--- src/verilog/lsu_consts.svh ---
`ifndef LSU_CONSTS_SVH
`define LSU_CONSTS_SVH

// data and address width
`define LSU_XLEN 32

// sram depth in 32-bit words
`define SRAM_WORDS 256

// cycles from an accepted address to its response
`define SRAM_LATENCY 3

// byte addresses at or above this get SLVERR
`define SRAM_LIMIT (4 * `SRAM_WORDS)

`endif

--- src/verilog/lsu_pkg.sv ---
`default_nettype none

package lsu_pkg;

	// access width, taken straight from funct3[1:0]
	typedef enum logic [1:0] {
		MEM_BYTE = 2'b00,
		MEM_HALF = 2'b01,
		MEM_WORD = 2'b10
	} mem_width_t;

	// AXI response codes
	typedef enum logic [1:0] {
		RESP_OKAY   = 2'b00,
		RESP_EXOKAY = 2'b01,
		RESP_SLVERR = 2'b10,
		RESP_DECERR = 2'b11
	} bus_resp_t;

endpackage

`default_nettype wire

--- src/verilog/lsu_datapath.sv ---
`timescale 1ns/1ps
`default_nettype none

`include "lsu_consts.svh"

module lsu_datapath (
	input  wire                    clock,
	input  wire                    reset,
	input  wire                    capture,
	input  wire                    load_result,
	input  wire                    req_store,
	input  wire  [2:0]             req_funct3,
	input  wire  [`LSU_XLEN-1:0]   req_src1,
	input  wire  [`LSU_XLEN-1:0]   req_src2,
	input  wire  [`LSU_XLEN-1:0]   req_imm,
	input  wire  [`LSU_XLEN-1:0]   rdata,
	output logic [`LSU_XLEN-1:0]   araddr,
	output logic [`LSU_XLEN-1:0]   awaddr,
	output logic [2:0]             arsize,
	output logic [2:0]             awsize,
	output logic [`LSU_XLEN-1:0]   wdata,
	output logic [`LSU_XLEN/8-1:0] wstrb,
	output logic [`LSU_XLEN-1:0]   resp_data
);
	import lsu_pkg::*;

	logic [`LSU_XLEN-1:0]   addr_q;
	logic [`LSU_XLEN-1:0]   data_q;
	logic [2:0]             funct3_q;
	logic                   store_q;
	mem_width_t             width;
	logic [`LSU_XLEN/8-1:0] wmask;
	logic [4:0]             bit_off;
	logic [`LSU_XLEN-1:0]   rshift;
	logic [`LSU_XLEN-1:0]   ext;

	// held for the whole bus transaction
	always_ff @(posedge clock) begin
		if (capture) begin
			addr_q   <= req_src1 + req_imm;
			data_q   <= req_src2;
			funct3_q <= req_funct3;
			store_q  <= req_store;
		end
	end

	assign width   = mem_width_t'(funct3_q[1:0]);
	assign bit_off = {addr_q[1:0], 3'b000};
	assign araddr  = addr_q;
	assign awaddr  = addr_q;
	assign arsize  = {1'b0, width};
	assign awsize  = {1'b0, width};

	always_comb begin
		case (width)
			MEM_BYTE: wmask = 4'b0001;
			MEM_HALF: wmask = 4'b0011;
			MEM_WORD: wmask = 4'b1111;
			default:  wmask = 4'b0000;
		endcase
	end

	// misaligned lanes fall off the top of the word
	assign wstrb  = wmask << addr_q[1:0];
	assign wdata  = data_q << bit_off;
	assign rshift = rdata >> bit_off;

	always_comb begin
		case (funct3_q)
			3'b000:  ext = {{(`LSU_XLEN-8){rshift[7]}}, rshift[7:0]};
			3'b001:  ext = {{(`LSU_XLEN-16){rshift[15]}}, rshift[15:0]};
			3'b010:  ext = rshift;
			3'b100:  ext = {{(`LSU_XLEN-8){1'b0}}, rshift[7:0]};
			3'b101:  ext = {{(`LSU_XLEN-16){1'b0}}, rshift[15:0]};
			default: ext = '0;
		endcase
	end

	always_ff @(posedge clock) begin
		if (reset)
			resp_data <= '0;
		else if (capture && req_store)
			resp_data <= '0;
		else if (load_result)
			resp_data <= ext;
	end

	a_funct3_legal: assert property (@(posedge clock) disable iff (reset)
		capture |=> (store_q ? (funct3_q <= 3'd2) : (funct3_q != 3'd3 && funct3_q <= 3'd5)))
		else $error("lsu_datapath: illegal funct3 %0d", funct3_q);

endmodule

`default_nettype wire

--- config.mk ---
export PLATFORM = sky130hd
export DESIGN_NAME = lsu_datapath
export DESIGN_NICKNAME = d
export VERILOG_FILES = /design/src/verilog/lsu_pkg.sv /design/src/verilog/lsu_datapath.sv
export VERILOG_INCLUDE_DIRS = /design/src /design/src/verilog
export SDC_FILE = /design/constraint.sdc
export NUM_CORES = 1
export LEC_CHECK = 0
export ABC_AREA = 1
export BUFFER_PORTS_ARGS = -buffer_cell sky130_fd_sc_hd__buf_2
export CORE_ASPECT_RATIO = 1.75
export CORE_MARGIN = 4
export CORE_UTILIZATION = 50
export CTS_CLUSTER_SIZE = 10
export DETAILED_ROUTE_END_ITERATION = 8
export PLACE_DENSITY_LB_ADDON = 0.15
export SYNTH_ARGS = -nofsm -noshare
export SYNTH_HDL_FRONTEND = slang
export SYNTH_SLANG_ARGS = --single-unit
--- constraint.sdc ---
create_clock -name clock -period 2.55 [get_ports clock]
set_input_delay 0.765 -clock clock [delete_from_list [all_inputs] [get_ports clock]]
set_output_delay 0.765 -clock clock [all_outputs]
set_load 0.05 [all_outputs]
==> flow_summary.ini <==
[global_routing]
antenna_found_initial = 3
grt-ovfl-total = 0
grt_max_degree = 50
grtUsageTotal = 0.2721
grt_first_pass_wirelength_um = 35380
grt_pass1_vias = 7154

[placed_design]
dpl_cell_area_mm2 = 0.008806
portBuffers = 271
hpwlAfterDp_um = 18750
post-place-ws_ns = 0.007977
place.gp.congestion = 0.9897

[floorplan]
pin_count = 274
rows = 57
die_w_um = 98.88
coreArea_mm2 = 0.01405
die_area_mm2 = 0.01652
start_util = 0.5144
die_y_um = 167.0

[critical_path]
reg2reg_depth = 10
ff2ff_setup_slack_ns = 0.40
r2r_end = resp_data[22]$_SDFFE_PP0P_
critPathCaptureType = output pin
critPathLaunchType = flip-flop
worstPathRequired_ns = 1.79
cp.arrival_ns = 1.73
cp_max_fo = 15
critical_path_class = reg -> out
r2r-start = araddr[0]$_DFFE_PP_

[sta]
hold_viol_final = 0
rsz0062_at_grt = yes
setup_viol = 0
final_max_slew_viol_count = 0
whs_ns = 0.4610
finalCritPeriodShare = 0.9786
fin_crit_ns = 2.495
fin_ws_ns = 0.05456
clock.fmax_ghz = 0.4007
clock_skew_ns = 0.008028

[worst_hold_path]
hold_path.class = reg -> reg
holdPathStages = 2
min-delay-start = resp_data[3]$_SDFFE_PP0P_
min_to = resp_data[3]$_SDFFE_PP0P_

[clock_tree]
path_clk_slew_ns = 0.07
cts_buffer_depth = 2
clock_sinks = 99
clk-insertion-delay-late_ns = 0.34
clock-root-buffer = clkbuf_16
postCtsHoldBufs = 0
cts_buffers = 9
tritoncts = built
h-tree-depth = 3

[synthesis]
synth_common_cells = nand2_1 (377), inv_1 (134), edfxtp_1 (67)
synth_warnings = 0
synth_area_mm2 = 0.007227
yosys.area_share.adder = 0.06510
synthArstFlopShare = 0
netlist.area_leader.share = 0.2784
synth_top_family_by_area = simple AND/OR/NAND/NOR gates
yosys_register_bits = 99
yosys-top-cells-area = edfxtp_1 (28%), nand2_1 (20%), dfxtp_1 (8.9%), inv_1 (7.0%), ha_1 (6.2%)
synth-compound-area-share = 0.1176
syn_inst = 1008
synthMostInstantiatedCell = nand2_1
yosys.area.top_type = edfxtp_1
yosysSeqAreaShare = 0.3670
synth-xor-area-share = 0.01939
synthMuxAreaShare = 0.009695
synth-simple-area-share = 0.2843
yosysUniqueCellTypes = 33
ys.flop_type = edfxtp_1
syn_avg_cell_area_um2 = 7.170
synth-edff-count = 67

[route]
met1_length_um = 7326
drc = 0
highest_layer = met5
firstDrtPassIters = 4
route.antenna.remaining_nets = 0
wl_met2_um = 12700
drt_iter0_drc = 233
wl_um = 22930
via_per_inst = 5.067
wl_met3_um = 1418
wl_per_cell_um = 15.91
vias = 7302

[power_and_ir_drop]
total_leakage_power_nw = 4.991
finalPower_mw = 5.985
irDropWorstVdd_uv = 422.5
p_per_area_mw_per_mm2 = 642.6

[finish]
stdcell_area_mm2 = 0.009313
final_core_util = 0.6628
area_growth_pct = 28.86
nets = 1430
layout-drive-gt1-share = 0.3170

[run_status]
status = completed

[run]
timing.max_cap.violations = 0
[how the worst max path moves through the flow]
stage | startpoint | endpoint | slack (ns) | depth (start not counted)
after floorplan | araddr[0]$_DFFE_PP_ | wdata[6] | -0.15 | 5
after global placement | req_src1[0] | araddr[24]$_DFFE_PP_ | 0.04 | 12
after detailed placement | req_src1[0] | araddr[24]$_DFFE_PP_ | 0.008 | 12
after CTS | araddr[0]$_DFFE_PP_ | wdata[30] | -0.003 | 4
after global routing | araddr[0]$_DFFE_PP_ | wdata[26] | -0.04 | 4
final | araddr[0]$_DFFE_PP_ | wdata[28] | 0.05 | 4
[stage by stage]
stage	TNS [ns]	std cells
floorplan	-2.029	1009
CTS	-0.006907	1436
finish	0	1441
detailed placement	0	1412
global placement	0	1412
global route	-0.09617	1440
[registers in the layout, summed over array words and instances (netlist names)]
signal and cells:
data_q 32, araddr 32, funct3_q 3, resp_data 32
[placed cells by master (no fill, tap or decap), types with 8 or more instances in the layout]
cell type and count:
nand2_1 377, buf_2 254, inv_1 134, edfxtp_1 67, a21oi_1 53, nor2_1 51, nand3_1 39, buf_4 39
ha_1 35, dfxtp_1 32, o211ai_1 22, a21oi_2 16, xor2_1 15, o21ai_0 14, nand3_2 12, nor2_4 10
clkbuf_16 9, a22oi_2 8
[layer usage]
metal,up-vias,track usage
li1,3687,-
met2,264,0.5263
met1,3272,0.2544
met3,75,0.05023
met5,-,0
met4,4,0.1629
[worst max-delay path: stages (launching register included)]
cell and delay, ns:
edfxtp_1 0.48, buf_6 0.26, mux2i_1 0.32, a22oi_2 0.08, buf_2 0.23
[cell type report]
cell class                 instances  area, um^2
antenna                            2       5.005
tap                              177       221.5
clock inverter                     5       36.28
sequential                        99        2653
timing repair buffer             309        1760
multi-input combinational        702        3879
clock buffer                      11       242.7
inverter                         136       515.5
fill                            1310        4737
[report_power, final]
| group | switching, mW | total [mW] | internal, mW |
|---|---|---|---|
| clock | 0.623 | 1.32 | 0.695 |
| sequential | 0.0957 | 1.99 | 1.90 |
| combinational | 1.93 | 2.67 | 0.748 |
[repair_timing]
action,CTS,global route
resized for setup,19,27
buffers inserted,7,4
setup endpoints to repair,21,24
hold endpoints to repair,0,0
pin swaps,0,2
cloned,1,0
[cells by family (layout without fill, tap and decap cells)]
family                     count (synthesis)  count (layout)
other                                      1               4
AOI/OAI and AO/OA                        135             135
DFF                                       99              99
muxes                                      7               7
and+or+nand+nor                          505             505
buffers and inverters                    208             461
xor gates and xnor gates                  16              16
adders and majority gates                 37              37
Note: power is estimated with default switching activity, not from simulation.
