File: config.mk
export PLATFORM = sky130hd
export DESIGN_NAME = lsu_ctrl
export DESIGN_NICKNAME = d
export VERILOG_FILES = /design/src/verilog/lsu_consts.svh /design/src/verilog/lsu_pkg.sv /design/src/verilog/lsu_ctrl.sv
export SDC_FILE = /design/constraint.sdc
export NUM_CORES = 1
export LEC_CHECK = 0
export BUFFER_PORTS_ARGS = -buffer_cell sky130_fd_sc_hd__buf_2
export CAP_MARGIN = 20
export CORE_AREA = 3 3 40 42
export DETAILED_ROUTE_END_ITERATION = 12
export DIE_AREA = 0 0 43 45
export GPL_TIMING_DRIVEN = 0
export PLACE_DENSITY = 0.71
export SYNTH_ARGS = -nofsm -noshare
export SYNTH_HDL_FRONTEND = slang
export SYNTH_SLANG_ARGS = --single-unit
export TNS_END_PERCENT = 1
File: constraint.sdc
create_clock -name clock -period 2.2 [get_ports clock]
set_input_delay 0 -clock clock [delete_from_list [all_inputs] [get_ports clock]]
set_output_delay 0 -clock clock [all_outputs]
set_load 0.1 [all_outputs]
File: src/verilog/lsu_consts.svh
`ifndef LSU_CONSTS_SVH
`define LSU_CONSTS_SVH

// data and address width
`define LSU_XLEN 32

// sram depth in 32-bit words
`define SRAM_WORDS 256

// cycles from an accepted address to its response
`define SRAM_LATENCY 3

// byte addresses at or above this get SLVERR
`define SRAM_LIMIT (4 * `SRAM_WORDS)

`endif

File: src/verilog/lsu_pkg.sv
`default_nettype none

package lsu_pkg;

	// access width, taken straight from funct3[1:0]
	typedef enum logic [1:0] {
		MEM_BYTE = 2'b00,
		MEM_HALF = 2'b01,
		MEM_WORD = 2'b10
	} mem_width_t;

	// AXI response codes
	typedef enum logic [1:0] {
		RESP_OKAY   = 2'b00,
		RESP_EXOKAY = 2'b01,
		RESP_SLVERR = 2'b10,
		RESP_DECERR = 2'b11
	} bus_resp_t;

endpackage

`default_nettype wire

File: src/verilog/lsu_ctrl.sv
`timescale 1ns/1ps
`default_nettype none

module lsu_ctrl (
	input  wire                     clock,
	input  wire                     reset,
	input  wire                     req_valid,
	input  wire                     req_store,
	output logic                    req_ready,
	output logic                    capture,
	output logic                    load_result,
	output logic                    arvalid,
	input  wire                     arready,
	input  wire                     rvalid,
	input  wire lsu_pkg::bus_resp_t rresp,
	output logic                    rready,
	output logic                    awvalid,
	input  wire                     awready,
	output logic                    wvalid,
	input  wire                     wready,
	input  wire                     bvalid,
	input  wire lsu_pkg::bus_resp_t bresp,
	output logic                    bready,
	output logic                    resp_valid,
	input  wire                     resp_ready,
	output logic                    resp_err
);
	import lsu_pkg::*;

	typedef enum logic [2:0] {
		S_IDLE,
		S_RD_ADDR,
		S_RD_WAIT,
		S_WR_ISSUE,
		S_WR_WAIT,
		S_RESP
	} state_t;

	state_t state;
	state_t state_next;

	assign req_ready   = (state == S_IDLE);
	assign capture     = req_valid & req_ready;
	assign arvalid     = (state == S_RD_ADDR);
	assign rready      = (state == S_RD_WAIT);
	assign bready      = (state == S_WR_WAIT);
	assign resp_valid  = (state == S_RESP);
	assign load_result = rvalid & rready;

	always_comb begin
		state_next = state;
		case (state)
			S_IDLE:     if (capture) state_next = req_store ? S_WR_ISSUE : S_RD_ADDR;
			S_RD_ADDR:  if (arready) state_next = S_RD_WAIT;
			S_RD_WAIT:  if (rvalid) state_next = S_RESP;
			// leave once aw and w have both gone through in either order
			S_WR_ISSUE: if ((!awvalid || awready) && (!wvalid || wready)) state_next = S_WR_WAIT;
			S_WR_WAIT:  if (bvalid) state_next = S_RESP;
			S_RESP:     if (resp_ready) state_next = S_IDLE;
			default:    state_next = S_IDLE;
		endcase
	end

	always_ff @(posedge clock) begin
		if (reset) begin
			state    <= S_IDLE;
			awvalid  <= 1'b0;
			wvalid   <= 1'b0;
			resp_err <= 1'b0;
		end else begin
			state   <= state_next;
			awvalid <= awvalid ? !awready : (capture && req_store);
			wvalid  <= wvalid ? !wready : (capture && req_store);
			if (load_result)
				resp_err <= (rresp != RESP_OKAY);
			else if (bvalid && bready)
				resp_err <= (bresp != RESP_OKAY);
		end
	end

	// ~~~~~~~~~~~~~~~~~~~~~~~~~~~~~~~~~~~~~~~~~~~~~~~~~~~~~~~~~~~~~~~~~~~~~~~~~~
	// protocol checks

	a_arvalid_hold: assert property (@(posedge clock) disable iff (reset)
		arvalid && !arready |=> arvalid)
		else $error("lsu_ctrl: arvalid dropped before arready");

	a_one_in_flight: assert property (@(posedge clock) disable iff (reset)
		req_ready |-> !resp_valid && !awvalid && !wvalid)
		else $error("lsu_ctrl: request port open with a transaction pending");

endmodule

`default_nettype wire

==> results.txt, run 1 <==
- The flow ran to the end, and the final reports show no timing, DRC or antenna violations.
- TritonCTS built the clock tree.
- First-pass DRT Iterations: 4
* Hold slack: 67.3 ps
- Synthesis handed over a netlist of 49 instances.
- Worst hold endpoint: state[1]
- Final Setup Violations: 0
- Class of the most critical hold timing path: in2reg
- Number of cells on the worst reg-to-reg path: 5
* Initial cell density of the core: 31.6%
* Final period demand of the worst path: 1670 ps
- Unique masters post-synth: 26
- No sink is reached through more buffers than the 2 on the longest clock path.
- Share of the synthesized area in the top cell type: 29.5%
* Number of buffers inserted during clock tree synthesis: 3
* X dimension of the die: 43 µm
* Met1 track demand over resource in global routing: 14.9%
- In this run the critical register-to-register path is launched from state[1].
- Clock-pin slew was measured on the worst setup and hold paths at 50 ps.
* Number of flip-flops and latches in the synthesized netlist: 6
- Global routing used 1.20% of the available met3 tracks.
* Final Max Tran Viols: 0
- Setup repair after global routing left no endpoint under its margin.
* Placed cells: 86
- Nets: 90
- The number of hold-slack violations in the final timing report was 0.
- Met2 Resource Use GR: 17.1%
- The tree is rooted in a clkbuf_4.
- Routability-driven placement finished with a final weighted congestion of 0.760.
- HPWL after DPL: 818 µm
* Buf+Inv Stages, Crit Path: 1
* Crit path DAT: 1790 ps
* Crit path max-delay family: compound AO/OA/AOI/OAI gates
- Die Footprint: 1940 µm²
- Mapped Area: 407 µm²
- Total nets after synthesis: 63
* Global-route wire length before repair: 1.65 mm
- The initial antenna violation count came to 0.
- Post-route insts no fill: 89
- IO Pins: 24
* Worst EP required: 2320 ps
- Clock insertion delay at the later pin of the skew report: 240 ps
- For this design, the slowest cell found on the critical path is a311oi_1.
- Measured on the finished design, the core utilization comes to 44.2%.
- Core ar.: 1280 µm²
- In this run the most critical hold path is launched from req_store.
- Overall fraction of global-route tracks in use: 11.4%
- Average wire per standard cell: 11.7 µm
* Worst Tran Pin Value: 487 ps
* Maximum fanout count along the critical path: 9
- Resize count post-CTS: 0
- R2r endpoint: state[2]
* Sort of element at the start of the critical path: flop
- Via total after detailed routing: 436
- Post-route clock period utilization: 75.8%
- In this run the tightest slew margin relative to its limit is 67.8%.
* Site row count: 13
- Cell type contributing the most total cell area after synthesis: dfxtp_1
* Pin count of the biggest net entering global routing: 11
- Count of buffers inserted at the top-level ports: 22
- The final layout contains routed wiring with a total length of 1.04 mm.
- Walking the worst path, the cells encountered are buf_2, nand2b_1, a311oi_1, a311oi_2, mux2_4.
- Endpoint type of the worst setup path: flop
- CTS built an H-tree with a depth of 1.
- Diode insertion count for antenna repair: 0
* Most heavily used metal layer in global routing: met2
* Mean Syn Cell Area: 8.30 µm²
- Cells with a size suffix above 1 make up 43.2% of the layout.
* Area Overhead vs Synth: 39.7%
- The number of global-route vias before repair was 404.
- Sequential fraction of the synthesis area: 29.5%
- Post-CTS Hold Fix Bufs: 0
- The detail route stage leaves a number of antenna-violating nets equal to 0.
* First-iteration detailed-routing DRC count: 9
- The library cell used most frequently in the layout, excluding fill and tap cells, is buf_2.
* Max-cap check violation count: 0
- Counting every sink on the clock net gives 6.
* Die height: 45 µm
* Max stage delay on crit path: 440 ps
- The setup check on the worst reg-to-reg path leaves a slack of 530 ps.
- In the routed layout, each cell is associated on average with a via count of 4.90.
- Number of stages on the worst hold path: 3
- For this run, design rule violations remaining after detail routing come to 0.
- Synth area leaders: dfxtp_1, nand2b_1, mux2i_1
- For this run the aggregate overflow at the end of global routing stands at 0.
- The library cells used most frequently in the layout, excluding fill and tap cells, are buf_2, dfxtp_1, nor2_1, nand2b_1.
* Share of flip-flops with an asynchronous set or reset after synthesis: 0%
* Worst setup path class: reg2reg
- Yosys printed 0 warnings.
- Number of enable flip-flop cells after synthesis: 0
- Worst Clk Skew: 3.01 ps
- Based on the critical path, the design can be clocked at up to 0.600 GHz.
- Buffers inserted during post-CTS setup optimization: 0
* Top flip-flop cell by instance count after synthesis: dfxtp_1
## layout make-up
cell class | instances | area (µm²)
buffer | 4 | 25.0
clock buffer | 3 | 22.5
fill | 130 | 717
inverter | 2 | 7.51
multi-input combinational | 37 | 264
sequential | 6 | 120
tap | 15 | 18.8
timing repair buffer | 22 | 110
## worst max path at each step
stage	cells after the start	start	to
2_1_floorplan	3	state[1]	capture
3_3_place_gp	4	state[0]	state[2]
3_5_place_dp	5	state[1]	state[2]
4_1_cts	5	state[1]	state[2]
5_1_grt	5	state[1]	state[2]
6_report	5	state[1]	state[2]
## cell families after synthesis
family / share of synthesized area, %
AOI/OAI and AO/OA: 23.1
DFF: 29.5
and+or+nand+nor: 28.3
muxes: 11.1
buffers and inverters: 8.00
## stage by stage
step | area, µm² | TNS, ps | worst slack, ps
after detailed placement | 546 | 0 | 597
after CTS | 568 | 0 | 563
after global routing | 568 | 0 | 466
after global placement | 546 | 0 | 610
after floorplan | 417 | -842 | -414
final | 568 | 0 | 533
## registers in the layout, indices dropped and copies added (netlist names)
signal    cells
resp_err      1
wvalid        1
state         3
awvalid       1
## routing by layer
layer	vias to the layer above	wire length (µm)	share of wire [%]
met1	194	459	44
met2	15	489	47
met4	0	14	1.3
li1	225	-	-
met3	2	74	7.1
met5	-	0	0
## synth_stat cells, drive strengths merged (2+ instances only)
| master | count |
|---|---|
| mux2i | 3 |
| nor3 | 2 |
| nor2 | 5 |
| a21oi | 2 |
| dfxtp | 6 |
| a311oi | 2 |
| inv | 2 |
| nor2b | 3 |
| o21ai | 2 |
| o21a | 2 |
| buf | 4 |
| nand2b | 5 |
## tightest hold or removal path: stages
cell	delay, ps
buf_2	90
o21ai_0	60
mux2i_1	120
Power of run 1 is left out: the tool's default activity adds up to more than one toggle a clock period on the data nets, which glitch-free logic cannot reach.
==> inputs of run 2 (changes only) <==
Clock period 2.2 ns to 1.7 ns, I/O delays scaled along.
==> results.txt, run 2 (synthesized netlist as in run 1, its figures left out) <==
- The launching element of the worst setup path is state[1] (unchanged).
* Vias in the first global route: 397 (was 404)
- Achievable Freq: 0.626 GHz (was 0.600 GHz)
- The reg-to-reg critical path startpoint is state[1] (unchanged).
* Number of flip-flops in the largest register: 3 (unchanged)
* Placed cells: 86 (unchanged)
- The class of the tightest hold or removal check was in2reg (unchanged).
- The count of max-cap constraint violations came to 0 (unchanged).
* Clock-pin slew of the registers on the worst-case setup and hold paths: 40 ps (was 50 ps)
- Unrepaired setup endpoints after global routing: no (unchanged).
* Buffers inserted during post-CTS setup optimization: 0 (unchanged)
* HPWL after DPL: 841 µm (was 818 µm)
- Worst setup path class: reg2reg (unchanged)
- The number of filler cells placed in the layout is 141 (was 130).
* Area Overhead vs Synth: 42.8% (was 39.7%)
* Site row count: 13 (unchanged)
- The via density per instance is 4.89 (was 4.90).
* Maximum fanout count along the critical path: 9 (unchanged)
* Worst Clk Skew: 0.279 ps (was 3.01 ps)
- The signal arrival time at the worst endpoint was 1720 ps (was 1790 ps).
* IO Pins: 24 (unchanged)
- Most used cells in the layout excluding fill and tap cells: buf_2, nor2_1, nand2b_1 (was buf_2, dfxtp_1, nor2_1, nand2b_1).
* Number of buffers inserted during clock tree synthesis: 3 (unchanged)
- The initial DRC count is 5 (was 9).
* Most common cell after layout, fill and taps aside: buf_2 (unchanged)
- Final weighted congestion of routability-driven global placement: 0.739 (was 0.760)
* Nets: 90 (unchanged)
- Die height: 45 µm (unchanged)
- Post-CTS Hold Fix Bufs: 0 (unchanged)
- Post-route clock period utilization: 94.0% (was 75.8%)
- Final design utilization: 45.2% (was 44.2%)
* Via total after detailed routing: 435 (was 436)
- Final Setup Violations: 0 (unchanged)
* First-pass DRT Iterations: 4 (unchanged)
* Pin count of the biggest net entering global routing: 11 (unchanged)
- The register-to-register setup slack is 100 ps (was 530 ps).
* Core ar.: 1280 µm² (unchanged)
* Number of stages on the worst hold path: 3 (unchanged)
- The total global routing overflow was 0 (unchanged).
* R2r endpoint: state[2] (unchanged)
- Number of cells on the worst reg-to-reg path: 5 (unchanged)
* Die Footprint: 1940 µm² (unchanged)
- Overall fraction of global-route tracks in use: 11.4% (unchanged)
- The TritonCTS clock tree is built (unchanged).
* Diode insertion count for antenna repair: 0 (unchanged)
- The remaining routing DRC violations was 0 (unchanged).
- The total area of multi-input combinational cells was 274 µm² (was 264 µm²).
- H-Tree Depth: 1 (unchanged)
- The number of non-filler instances in the completed layout came to 89 (unchanged).
* Initial cell density of the core: 31.6% (unchanged)
- Endpoint type of the worst setup path: flop (unchanged)
- Run status: finished clean (unchanged)
* Final hold vios: 0 (unchanged)
- Post-route cell area: 581 µm² (was 568 µm²)
* Number of sinks on the clock net: 6 (unchanged)
* Resize count post-CTS: 0 (unchanged)
* Antenna violations before repair: 0 (unchanged)
- The origin of the worst min-delay path was rresp[0] (was req_store).
* Headroom to the max-slew limit: 67.5% (was 67.8%)
- The required time of the critical path came to 1820 ps (was 2320 ps).
* Average wire per standard cell: 11.5 µm (was 11.7 µm)
- Final Max Tran Viols: 0 (unchanged)
* Worst Tran Pin Value: 490 ps (was 487 ps)
- Maximum number of buffers from clock root to sink: 2 (unchanged)
- Post-detailed-route count of antenna-violating nets: 0 (unchanged)
* X dimension of the die: 43 µm (unchanged)
- The instance area at placement was 558 µm² (was 546 µm²).
* Proportion of layout cells with a drive suffix above 1: 48.6% (was 43.2%)
- The register name with the most flops is state (unchanged).
- The worst setup path endpoint is state[2] (unchanged).
- The total of buffers placed on input and output ports is 22 (unchanged).
* Sort of element at the start of the critical path: flop (unchanged)
- The global-route wire length before repair was 1.64 mm (was 1.65 mm).
* Clock insertion delay at the later pin of the skew report: 240 ps (about the same)
- Final period demand of the worst path: 1600 ps (was 1670 ps)
- The combined flip-flop and latch cell area came to 123 µm² (was 120 µm²).
* Root buffer selected by CTS: clkbuf_4 (unchanged)
- The overall routed net length came to 1.02 mm (was 1.04 mm).
[run 2: how the worst min path moves through the flow]
stage	end	slack, ps
final	resp_err	60
after global routing	resp_err	110
after global placement	resp_err	300
after detailed placement	resp_err	320
after CTS	resp_err	70
after floorplan	state[1]	200
[run 2: per-layer routing]
layer	part of all wire (%)	vias up	track usage [%]
met2	54	9	21.0
met5	0	-	0
met4	0	0	5.42
met1	41	203	11.8
met3	4.6	0	3.59
li1	-	223	-
[run 2: area by class of cell]
| type | instances | area share [%] |
|---|---|---|
| inverters | 2 | 1.29 |
| multi-input cells | 37 | 47.2 |
| flip-flops and latches | 6 | 21.1 |
| well taps | 15 | 3.23 |
| plain buffers | 4 | 4.31 |
| clock buffers | 3 | 3.88 |
| repair buffers | 22 | 19.0 |
[run 2: critical path, cell delays in order, from the launching register on]
cell and delay [ps]:
dfxtp_1 300, buf_2 220, nand2b_1 150, a311oi_1 340
a311oi_2 130, mux2_4 330
[run 2: per-stage QoR]
step	TNS, ps	setup WS (ps)	hold WS, ps
floorplan	-770	-203	197
global placement	0	147	302
detailed placement	0	131	321
CTS	0	105	67.6
global route	0	11.3	109
finish	0	103	64.1
Power of run 2 is left out for the same reason.
==> inputs of run 3 (changes only) <==
Settings changed: SETUP_SLACK_MARGIN set to 0.4.
==> results.txt, run 3 (synthesized netlist as in run 1, its figures left out) <==
* Run status: finished clean (unchanged)
- Grt ovf: 0 (unchanged)
- Clock tree from TritonCTS: built (unchanged)
- The largest net degree at the start of global routing is 11 (unchanged).
- The instance area at placement was 567 µm² (was 558 µm²).
* Class of the most critical hold timing path: in2reg (unchanged)
* X dimension of the die: 43 µm (unchanged)
- The flip-flop count of the largest register after layout is 3 (unchanged).
- Number of buffers inserted during clock tree synthesis: 3 (unchanged)
- The number of optimization iterations in the first detailed-route pass was 4 (unchanged).
- Worst Tran Pin Value: 489 ps (was 490 ps)
- Register with the highest flop count: state (unchanged)
* Post-route insts no fill: 93 (was 89)
- The number of clock sinks seen by CTS is 6 (unchanged).
* Sort of element at the start of the critical path: flop (unchanged)
- The worst setup skew after layout is 5.83 ps (was 0.279 ps).
- Placed cells: 86 (unchanged)
- Unrepaired setup endpoints after global routing: yes (was no)
* Slowest stage cell, crit path: dfxtp_4 (was a311oi_1)
* Final weighted congestion of routability-driven global placement: 0.712 (was 0.739)
* Via count normalized by instance count: 4.99 (was 4.89)
* Clock-pin slew of the registers on the worst-case setup and hold paths: 50 ps (was 40 ps)
* Residual DRC: 0 (unchanged)
* Overall fraction of global-route tracks in use: 12.9% (was 11.4%)
* Die height: 45 µm (unchanged)
- The critical path endpoint category is a flop (unchanged).
- Count of buffers inserted at the top-level ports: 22 (unchanged)
- Detailed-route wire length: 1.16 mm (was 1.02 mm)
* Global-route wire length before repair: 1.77 mm (was 1.64 mm)
- The fraction of final layout cells sized beyond drive strength 1 is 57.7% (was 48.6%).
* Root buffer selected by CTS: clkbuf_4 (unchanged)
- The count of max-cap constraint violations was 0 (unchanged).
- The final cell utilization of the core came to 51.4% (was 45.2%).
- The number of ports placed on the die boundary is 24 (unchanged).
- Final Setup Violations: 0 (unchanged)
* Average wire per standard cell: 12.4 µm (was 11.5 µm)
- The number of hold-slack violations in the final timing report came to 0 (unchanged).
- The number of antenna cells inserted is 0 (unchanged).
- The starting density of the core came to 31.6% (unchanged).
- CP cell instances: buf_8, mux2i_1, a311oi_2, mux2_4 (was buf_2, nand2b_1, a311oi_1, a311oi_2, mux2_4).
* Antenna violations before repair: 0 (unchanged)
* Final Max Tran Viols: 0 (unchanged)
- The most common library cell in the layout ignoring fill and taps was buf_2 (unchanged).
- Post-route cell area: 661 µm² (was 581 µm²)
- The cell family contributing the most delay on the critical path was multiplexers (was compound AO/OA/AOI/OAI gates).
- Most used cells in the layout excluding fill and tap cells: buf_2, buf_4, nor2_1, nand2b_1 (was buf_2, nor2_1, nand2b_1).
* Via total after detailed routing: 464 (was 435)
- The combined buffer and inverter count along the critical path was 1 (unchanged).
* Worst setup path class: reg2reg (unchanged)
- The full die area came to 1940 µm² (unchanged).
* Core ar.: 1280 µm² (unchanged)
- Maximum number of buffers from clock root to sink: 2 (unchanged)
- The longest individual stage delay on the worst path is 350 ps (was 340 ps).
- Post-route clock period utilization: 82.0% (was 94.0%)
* Clock insertion delay at the later pin of the skew report: 250 ps (was 240 ps)
- The required time of the critical path came to 1830 ps (was 1820 ps).
- The initial DRC count came to 11 (was 5).
* H-Tree Depth: 1 (unchanged)
* Site row count: 13 (unchanged)
- The layout overhead on the synthesized area was 62.5% (was 42.8%).
* Post-CTS Hold Fix Bufs: 0 (unchanged)
* Maximum fanout count along the critical path: 9 (unchanged)
* Post-detailed-route count of antenna-violating nets: 0 (unchanged)
* Headroom to the max-slew limit: 67.6% (was 67.5%)
* Vias in the first global route: 425 (was 397)
- Post-route worst setup slack: 305 ps (was 103 ps)
- Setup Slack @ Placement: 81.1 ps (was 131 ps)
- Final period demand of the worst path: 1390 ps (was 1600 ps)
- Nets: 94 (was 90)
* Achievable Freq: 0.717 GHz (was 0.626 GHz)
- Crit path DAT: 1530 ps (was 1720 ps)
[run 3: cell types whose count changed in the layout (fill, tap and decap cells not counted), sizes merged]
cell	delta
buf	+4
[run 3: final cells by class]
type / count / area (µm²)
clock buffer: 3 / 22.5
sequential: 6 / 126
timing repair buffer: 26 / 150
buffer: 4 / 33.8
multi-input combinational: 37 / 302
fill: 120 / 624
tap: 15 / 18.8
inverter: 2 / 7.51
[run 3: metrics by stage]
step	setup TNS (ps)	hold slack, ps
finish	0	66.4
global route	0	88.7
CTS	0	67.9
detailed placement	0	327
global placement	0	317
floorplan	-318	197
[run 3: path summary, 6_finish.rpt]
path | start | to | slack [ps] | cells after the start
setup / recovery | state[0] | state[2] | 310 | 4
hold / removal | rresp[0] | resp_err | 70 | 3
setup reg to reg | state[0] | state[2] | 310 | 4
hold reg to reg | wvalid | wvalid | 510 | 2
[run 3: repair_timing]
| action | 4_1_cts | 5_1_grt |
|---|---|---|
| setup endpoints to repair | 10 | 11 |
| resized for setup | 10 | 4 |
| pin swaps | 1 | 1 |
| cloned | 0 | 0 |
| buffers inserted | 1 | 3 |
[run 3: layer usage]
metal | vias to the layer above | GRT usage (%) | share of wire (%) | routed length, µm
met1 | 210 | 12.3 | 39 | 446
met2 | 15 | 22.5 | 52 | 602
li1 | 233 | - | - | -
met5 | - | 0 | 0 | 0
met4 | 0 | 11.4 | 4.9 | 57
met3 | 6 | 3.98 | 4.2 | 48
[run 3: worst reg2reg max path, stage by stage, from the launching register on]
cell and delay (ps):
dfxtp_4 350, buf_8 140, mux2i_1 130, a311oi_2 350
mux2_4 330
Power of run 3 is left out for the same reason.
